### config.mk
export PLATFORM = sky130hd
export DESIGN_NAME = icache_top
export DESIGN_NICKNAME = d
export VERILOG_FILES = /design/src/logic/icache_pkg.sv /design/src/logic/icache_ctrl.sv /design/src/logic/icache_lru.sv /design/src/logic/icache_req_buf.sv /design/src/logic/icache_top.sv /design/src/logic/icache_ways.sv
export VERILOG_INCLUDE_DIRS = /design/src /design/src/logic
export SDC_FILE = /design/constraint.sdc
export NUM_CORES = 2
export LEC_CHECK = 0
export ABC_AREA = 1
export ABC_CLOCK_PERIOD_IN_PS = 5600
export BUFFER_PORTS_ARGS = -buffer_cell sky130_fd_sc_hd__buf_2
export CORE_ASPECT_RATIO = 1.2
export CORE_MARGIN = 4
export CORE_UTILIZATION = 40
export DETAILED_ROUTE_END_ITERATION = 12
export HOLD_SLACK_MARGIN = 0.12
export PLACE_DENSITY = 0.62
export REMOVE_ABC_BUFFERS = 1
export SLEW_MARGIN = 40
export SYNTH_ARGS = -nofsm -noshare
export SYNTH_HDL_FRONTEND = slang
export SYNTH_SLANG_ARGS = --single-unit
export TNS_END_PERCENT = 5
### constraint.sdc
create_clock -name clk -period 5.6 [get_ports clk]
set_input_delay 0.56 -clock clk [delete_from_list [all_inputs] [get_ports clk]]
set_output_delay 0.56 -clock clk [all_outputs]
set_load 0.005 [all_outputs]
### src/logic/icache_config.svh
`ifndef ICACHE_CONFIG_SVH
`define ICACHE_CONFIG_SVH

// fetch address width, byte address
`define ICACHE_ADDR_W   32

// 16 sets
`define ICACHE_INDEX_W  4

// two ways, one lru bit per set
`define ICACHE_WAYS     2

// one 32-bit word per line, so only the two byte bits sit below the index
`define ICACHE_TAG_W    (`ICACHE_ADDR_W - `ICACHE_INDEX_W - 2)

`endif

### src/logic/icache_pkg.sv
`include "icache_config.svh"

package icache_pkg;

    typedef enum logic [2:0] {
        ST_IDLE,
        ST_LOOKUP,
        ST_MISS_REQ,   // mem_req up, waiting for addr_ok
        ST_MISS_WAIT,  // waiting for data_ok
        ST_FLUSH,
        ST_OP
    } icache_state_e;

    typedef enum logic {
        OP_FETCH,
        OP_INVALIDATE  // clears both ways of one set
    } icache_op_e;

    typedef logic [`ICACHE_INDEX_W-1:0] index_t;
    typedef logic [`ICACHE_TAG_W-1:0]   tag_t;
    typedef logic [31:0]                word_t;

    // request from the fetch stage
    typedef struct packed {
        logic [`ICACHE_ADDR_W-1:0] addr;
        icache_op_e                op;
    } fetch_req_t;

    // response back to the fetch stage
    typedef struct packed {
        word_t data;
        logic  nop;     // lookup dropped by flush
        logic  refill;  // word came from memory
    } icache_resp_t;

endpackage

### src/logic/icache_ctrl.sv
`include "icache_config.svh"

module icache_ctrl
    import icache_pkg::*;
(
    input  logic                    clk,
    input  logic                    rstn,
    input  logic                    fetch_valid,
    input  logic                    stall,
    input  logic                    flush,
    output logic                    ready,
    input  icache_op_e              rbuf_op,
    input  logic [`ICACHE_WAYS-1:0] hit,
    input  logic                    victim,
    input  logic                    addr_ok,
    input  logic                    data_ok,
    output logic                    mem_req,
    output logic                    rbuf_we,
    output logic [`ICACHE_WAYS-1:0] way_we,
    output logic                    inv_set,
    output logic                    use0,
    output logic                    use1,
    output logic                    sel_way,
    output logic                    sel_refill,
    output logic                    send_nop,
    output logic                    resp_valid
);

    icache_state_e state_q;
    icache_state_e state;       // decoded state, see below
    icache_state_e next_state;
    logic          rstn_q;
    logic          any_hit;
    logic          can_take;

    // keeps ready low in the first cycle after reset release
    always_ff @(posedge clk or negedge rstn) begin
        if (!rstn) begin
            rstn_q <= 1'b0;
        end else begin
            rstn_q <= 1'b1;
        end
    end

    always_ff @(posedge clk or negedge rstn) begin
        if (!rstn) begin
            state_q <= ST_IDLE;
        end else begin
            state_q <= next_state;
        end
    end

    // every accept lands in ST_LOOKUP; the op is only known once it sits in
    // the request buffer, so a buffered invalidate turns that cycle into ST_OP
    assign state = (state_q == ST_LOOKUP && rbuf_op == OP_INVALIDATE) ? ST_OP : state_q;

    assign any_hit  = |hit;
    assign can_take = rstn_q & ~stall;

    ////////////////////////////////////////////////////////////////////////////
    // acceptance
    ////////////////////////////////////////////////////////////////////////////

    always_comb begin
        case (state)
            ST_IDLE:   ready = can_take;
            ST_LOOKUP: ready = can_take & any_hit & ~flush;  // back to back on a hit
            default:   ready = 1'b0;
        endcase
    end

    assign rbuf_we = ready & fetch_valid;

    ////////////////////////////////////////////////////////////////////////////
    // next state
    ////////////////////////////////////////////////////////////////////////////

    always_comb begin
        next_state = state;
        case (state)
            ST_IDLE: begin
                if (rbuf_we) begin
                    next_state = ST_LOOKUP;
                end
            end
            ST_LOOKUP: begin
                if (flush) begin
                    next_state = ST_FLUSH;
                end else if (!any_hit) begin
                    // address may be taken in the very first miss cycle
                    next_state = addr_ok ? ST_MISS_WAIT : ST_MISS_REQ;
                end else begin
                    next_state = rbuf_we ? ST_LOOKUP : ST_IDLE;
                end
            end
            ST_MISS_REQ: begin
                if (addr_ok) begin
                    next_state = ST_MISS_WAIT;
                end
            end
            ST_MISS_WAIT: begin
                if (data_ok) begin
                    next_state = ST_IDLE;
                end
            end
            ST_FLUSH: begin
                if (!flush) begin
                    next_state = ST_IDLE;
                end
            end
            ST_OP:   next_state = ST_IDLE;  // single cycle
            default: next_state = ST_IDLE;
        endcase
    end

    ////////////////////////////////////////////////////////////////////////////
    // output decode
    ////////////////////////////////////////////////////////////////////////////

    always_comb begin
        mem_req    = 1'b0;
        way_we     = '0;
        inv_set    = 1'b0;
        use0       = 1'b0;
        use1       = 1'b0;
        sel_way    = 1'b0;
        sel_refill = 1'b0;
        send_nop   = 1'b0;
        resp_valid = 1'b0;
        case (state)
            ST_LOOKUP: begin
                if (flush) begin
                    // drop the lookup, answer with a nop
                    resp_valid = 1'b1;
                    send_nop   = 1'b1;
                end else if (!any_hit) begin
                    mem_req = 1'b1;
                end else begin
                    resp_valid = 1'b1;
                    sel_way    = hit[1];
                    use0       = hit[0];
                    use1       = hit[1];
                end
            end
            ST_MISS_REQ: begin
                mem_req = 1'b1;  // held through the addr_ok cycle
            end
            ST_MISS_WAIT: begin
                if (data_ok) begin
                    // fill the lru victim and forward the word
                    resp_valid = 1'b1;
                    sel_refill = 1'b1;
                    way_we     = {victim, ~victim};
                    use0       = ~victim;
                    use1       = victim;
                end
            end
            ST_OP: begin
                inv_set = 1'b1;
            end
            default: begin
            end
        endcase
    end

endmodule

### src/logic/icache_lru.sv
`include "icache_config.svh"

module icache_lru
    import icache_pkg::*;
(
    input  logic   clk,
    input  logic   rstn,
    input  index_t index,
    input  logic   use0,
    input  logic   use1,
    output logic   victim
);

    localparam int SETS = 1 << `ICACHE_INDEX_W;

    // 1 means way 1 is the least recently used
    logic [SETS-1:0] lru_q;

    always_ff @(posedge clk or negedge rstn) begin
        if (!rstn) begin
            lru_q <= '0;
        end else if (use0) begin
            lru_q[index] <= 1'b1;  // point at the other way
        end else if (use1) begin
            lru_q[index] <= 1'b0;
        end
    end

    assign victim = lru_q[index];

endmodule

### src/logic/icache_req_buf.sv
`include "icache_config.svh"

module icache_req_buf
    import icache_pkg::*;
(
    input  logic                      clk,
    input  logic                      rstn,
    input  logic                      rbuf_we,
    input  fetch_req_t                fetch_req,
    output icache_op_e                rbuf_op,
    output index_t                    index,
    output tag_t                      tag,
    output logic [`ICACHE_ADDR_W-1:0] mem_addr,
    input  word_t                     way0_data,
    input  word_t                     way1_data,
    input  word_t                     mem_rdata,
    input  logic                      sel_way,
    input  logic                      sel_refill,
    input  logic                      send_nop,
    output icache_resp_t              resp
);

    logic [`ICACHE_ADDR_W-1:0] addr_q;
    icache_op_e                op_q;
    word_t                     hit_data;

    // buffered op for the controller
    always_ff @(posedge clk or negedge rstn) begin
        if (!rstn) begin
            op_q <= OP_FETCH;
        end else if (rbuf_we) begin
            op_q <= fetch_req.op;
        end
    end

    always_ff @(posedge clk) begin
        if (rbuf_we) begin
            addr_q <= fetch_req.addr;
        end
    end

    assign rbuf_op  = op_q;
    assign index    = addr_q[`ICACHE_INDEX_W+1:2];
    assign tag      = addr_q[`ICACHE_ADDR_W-1:`ICACHE_INDEX_W+2];
    assign mem_addr = {addr_q[`ICACHE_ADDR_W-1:2], 2'b00};  // word aligned

    // response mux
    assign hit_data = sel_way ? way1_data : way0_data;

    always_comb begin
        resp.nop    = send_nop;
        resp.refill = sel_refill & ~send_nop;
        if (send_nop) begin
            resp.data = '0;
        end else if (sel_refill) begin
            resp.data = mem_rdata;  // forwarded from memory
        end else begin
            resp.data = hit_data;
        end
    end

endmodule

### src/logic/icache_top.sv
`include "icache_config.svh"

module icache_top
    import icache_pkg::*;
(
    input  logic                      clk,
    input  logic                      rstn,
    // fetch side
    input  logic                      fetch_valid,
    input  fetch_req_t                fetch_req,
    input  logic                      stall,
    input  logic                      flush,
    output logic                      ready,
    output logic                      resp_valid,
    output icache_resp_t              resp,
    // memory side
    output logic                      mem_req,
    output logic [`ICACHE_ADDR_W-1:0] mem_addr,
    input  logic                      addr_ok,
    input  logic                      data_ok,
    input  word_t                     mem_rdata
);

    icache_op_e              rbuf_op;
    index_t                  index;
    tag_t                    tag;
    logic [`ICACHE_WAYS-1:0] hit;
    logic [`ICACHE_WAYS-1:0] way_we;
    word_t                   way0_data;
    word_t                   way1_data;
    logic                    victim;
    logic                    rbuf_we;
    logic                    inv_set;
    logic                    use0;
    logic                    use1;
    logic                    sel_way;
    logic                    sel_refill;
    logic                    send_nop;

    icache_ctrl i_icache_ctrl (
        .clk         (clk),
        .rstn        (rstn),
        .fetch_valid (fetch_valid),
        .stall       (stall),
        .flush       (flush),
        .ready       (ready),
        .rbuf_op     (rbuf_op),
        .hit         (hit),
        .victim      (victim),
        .addr_ok     (addr_ok),
        .data_ok     (data_ok),
        .mem_req     (mem_req),
        .rbuf_we     (rbuf_we),
        .way_we      (way_we),
        .inv_set     (inv_set),
        .use0        (use0),
        .use1        (use1),
        .sel_way     (sel_way),
        .sel_refill  (sel_refill),
        .send_nop    (send_nop),
        .resp_valid  (resp_valid)
    );

    icache_req_buf i_icache_req_buf (
        .clk        (clk),
        .rstn       (rstn),
        .rbuf_we    (rbuf_we),
        .fetch_req  (fetch_req),
        .rbuf_op    (rbuf_op),
        .index      (index),
        .tag        (tag),
        .mem_addr   (mem_addr),
        .way0_data  (way0_data),
        .way1_data  (way1_data),
        .mem_rdata  (mem_rdata),
        .sel_way    (sel_way),
        .sel_refill (sel_refill),
        .send_nop   (send_nop),
        .resp       (resp)
    );

    icache_ways i_icache_ways (
        .clk       (clk),
        .rstn      (rstn),
        .index     (index),
        .tag       (tag),
        .mem_rdata (mem_rdata),
        .way_we    (way_we),
        .inv_set   (inv_set),
        .hit       (hit),
        .way0_data (way0_data),
        .way1_data (way1_data)
    );

    icache_lru i_icache_lru (
        .clk    (clk),
        .rstn   (rstn),
        .index  (index),
        .use0   (use0),
        .use1   (use1),
        .victim (victim)
    );

endmodule

### src/logic/icache_ways.sv
`include "icache_config.svh"

module icache_ways
    import icache_pkg::*;
(
    input  logic                    clk,
    input  logic                    rstn,
    input  index_t                  index,
    input  tag_t                    tag,
    input  word_t                   mem_rdata,
    input  logic [`ICACHE_WAYS-1:0] way_we,
    input  logic                    inv_set,
    output logic [`ICACHE_WAYS-1:0] hit,
    output word_t                   way0_data,
    output word_t                   way1_data
);

    localparam int SETS = 1 << `ICACHE_INDEX_W;

    logic [SETS-1:0] valid_q  [`ICACHE_WAYS];
    tag_t            tag_mem  [`ICACHE_WAYS][SETS];
    word_t           data_mem [`ICACHE_WAYS][SETS];
    word_t           rd_data  [`ICACHE_WAYS];

    // valid bits, cleared on reset and by invalidate
    always_ff @(posedge clk or negedge rstn) begin
        if (!rstn) begin
            for (int w = 0; w < `ICACHE_WAYS; w++) begin
                valid_q[w] <= '0;
            end
        end else begin
            for (int w = 0; w < `ICACHE_WAYS; w++) begin
                if (inv_set) begin
                    valid_q[w][index] <= 1'b0;  // whole set
                end else if (way_we[w]) begin
                    valid_q[w][index] <= 1'b1;
                end
            end
        end
    end

    always_ff @(posedge clk) begin
        for (int w = 0; w < `ICACHE_WAYS; w++) begin
            if (way_we[w]) begin
                tag_mem[w][index]  <= tag;
                data_mem[w][index] <= mem_rdata;
            end
        end
    end

    // combinational read and tag compare
    always_comb begin
        for (int w = 0; w < `ICACHE_WAYS; w++) begin
            hit[w]     = valid_q[w][index] && (tag_mem[w][index] == tag);
            rd_data[w] = data_mem[w][index];
        end
    end

    assign way0_data = rd_data[0];
    assign way1_data = rd_data[1];

endmodule

==> results by group <==
Die
  – Ports: 141
  – Die Height: 484 um
  – Core area: 187000 um2
  – Die width: 404 um
  – Starting Density: 0.402
  – Die footprint: 196000 um2
  – Row Count: 174

Synth
  – Top_reg_cell synth: edfxtp_1
  – Top cell type's share of synthesized area: 0.751
  – Yosys warning total: 0
  – Synth Area per Inst: 12.9 um2
  – Sequential-to-total area share from yosys stat: 0.769
  – Area leader, netlist: edfxtp_1
  – Synthesized instance count: 5866
  – Number of flops mapped to enable cells by yosys: 1886
  – Syn Std Cell Area: 75400 um2
  – Synth cell types: 31
  – Synth top area cells: edfxtp_1 (75%), nand2_1 (10%), o22ai_1 (4.3%), o21ai_0 (2.3%), dfrtp_1 (1.8%)
  – Async S/R FF share, synth: 0.0273
  – Synth Register Bits: 1939

Power
  – Leakage Power: 0.0305 uW
  – Peak supply drop: 0.318 mV
  – Pwr Density: 355 nW/um2

Timing
  – Final setup violation count: 0
  – RSZ-0062 raised after global routing: no
  – Tcrit/Tclk final: 0.951
  – Clock skew: 0.0413 ns
  – Fmax achieved: 0.188 GHz
  – Slew margin rel.: 0.379
  – Slew @ Worst Pin: 0.931 ns
  – Setup ws final: 0.272 ns
  – Crit path time final: 5.33 ns
  – Total negative slack: 0 ns
  – Final count of hold timing violations: 0
  – Max-slew violations: 0

GRT
  – First-pass GRT wire length: 316000 um
  – Largest net degree at the start of global routing: 142
  – GR Overflow Total: 0
  – Gr usage total: 0.218
  – Initial antenna violation count: 14
  – Vias in the first global route: 46200

Drt
  – DRT Pass-1 Iters: 6
  – Vias/cell: 5.56
  – Vias: 48500
  – Routed Antenna Nets: 0
  – Number of DRC markers in iteration 0: 5521
  – Routed WL: 219000 um
  – DR WL/cell: 25.1 um
  – Drt drc: 0

Worst setup path
  – Setup CP Type: reg -> out
  – Worst Setup Start Kind: flop
  – Max Fanout on Critical Path: 86
  – CP startpoint: i_icache_req_buf.addr_q[3]
  – Worst reg2reg startpoint: i_icache_req_buf.addr_q[3]
  – CP endpoint kind: output pin
  – CP Data Required Time: 5.04 ns
  – WP data arrival: 4.77 ns

CTS
  – CTS tree: yes
  – Clock transition at path regs: 0.06 ns
  – Root Driver: clkbuf_16
  – Clk sink count: 1939
  – H-tree depth: 4
  – Worst-skew pair later-pin latency: 0.83 ns
  – Deepest clock path buffer count: 3
  – CTS Buf Count: 190

Finish
  – Syn-to-layout area delta: 14.8%
  – Share of cells above drive strength 1: 0.103
  – Commonest non-fill, non-tap cell in the layout: nand2_1
  – Most frequent cells in the layout: nand2_1 (2103), edfxtp_1 (1886), o22ai_1 (518)
  – # fillers: 16300
  – Final nets: 6168

Place
  – Pre-CTS WS: 0.751 ns
  – PortBufs: 136
  – Final Wtd Congestion: 0.869
  – Final HPWL DP: 111000 um

Worst hold path
  – Hold path start: mem_rdata[11]
  – Hold Crit Class: in -> reg

Run
  – # Max-Cap Violations: 0

Status
  – Status: finished clean
==> cell families after synthesis <==
group,synth area share
AND/OR/NAND/NOR,0.134
buffers and inverters,0.0243
AO/OA/AOI/OAI,0.0724
flip-flops,0.769
other,0.0000996
==> sequential cells by signal (all words and copies together) (netlist names), named ones only <==
register and flops:
i_icache_req_buf.addr_q 30, i_icache_ctrl.state_q 3, i_icache_ctrl.rstn_q 1, i_icache_ways.tag_mem 832
i_icache_ways.data_mem 1024, i_icache_req_buf.rbuf_op 1
==> synthesized netlist by cell type (all sizes together) (8+ instances only) <==
master / instances
nand4: 89
nand2: 2107
clkbuf: 155
o21ba: 16
nor3: 17
dfrtp: 53
buf: 159
a22oi: 8
nand3: 138
o21ai: 351
edfxtp: 1886
a21oi: 40
nor2: 224
o22ai: 518
inv: 97
==> worst paths after layout <==
kind                       slack, ns  cells after the start                        endpoint
setup reg to reg                0.66                     18        i_icache_req_buf.rbuf_op
setup / recovery                0.27                     15                        resp[25]
hold reg to reg                 0.48                      2                            flop
hold / removal                  0.23                      1  i_icache_ways.data_mem[0][427]
max in group asynchronous       4.77                      3        i_icache_ctrl.state_q[0]
min in group asynchronous       0.40                      3                       async pin
==> final cells by class <==
class                      instances  area (um2)  area share
multi-input combinational       3517       15900       0.184
clock inverter                   113        1030      0.0119
inverter                          97         429     0.00496
clock buffer                     235        4990      0.0576
antenna                            4        10.0    0.000116
sequential                      1939       58000       0.669
tap                             2464        3080      0.0356
timing repair buffer             351        3180      0.0367
==> routing by layer <==
| metal | track usage | vias up | share of wire |
|---|---|---|---|
| met5 | 0 | - | 0.00031 |
| met4 | 0.0749 | 10 | 0.034 |
| met3 | 0.0364 | 403 | 0.084 |
| met2 | 0.361 | 2256 | 0.48 |
| met1 | 0.293 | 24200 | 0.40 |
| li1 | - | 21600 | - |
==> per-stage QoR <==
stage,power [uW],hold WS [ns],std cells,instance area [um2],utilization
floorplan,17500,0.264,5553,73900,-
global placement,18500,0.455,8314,79800,0.426
detailed placement,18500,0.460,8322,80000,0.427
CTS,30900,0.170,8709,86500,0.461
global route,31700,0.223,8716,86600,0.462
finish,30700,0.230,8720,86600,0.462
==> worst max-delay path: stages, from the launching register on <==
cell and delay [ns]:
edfxtp_1 0.36, buf_4 0.22, inv_8 0.27, nor2_4 0.11, clkbuf_16 0.24, inv_8 0.38, buf_12 0.34, buf_16 0.37
buf_16 0.36, o22ai_1 0.11, o21ai_0 0.28, nand4_1 0.29, nand2_1 0.14, nand3_1 0.11, nand2_1 0.10, buf_2 0.11
==> report_power, final <==
group | leakage (uW) | total, uW | internal, uW | switching [uW]
registers | 0.0176 | 16100 | 16100 | 74.1
logic | 0.00993 | 2120 | 598 | 1520
clock network | 0.00293 | 12500 | 7020 | 5450
total | 0.0305 | 30700 | 23700 | 7050
==> what timing repair did <==
action / in CTS / in global routing
resized for setup: 5 / 8
setup buffers: 0 / 3
hold endpoints to repair: 87 / 0
hold buffers: 39 / 0
setup endpoints to repair: 26 / 30
pin swaps: 0 / 1
cloned: 0 / 1
Note: power is estimated with default switching activity, not from simulation.
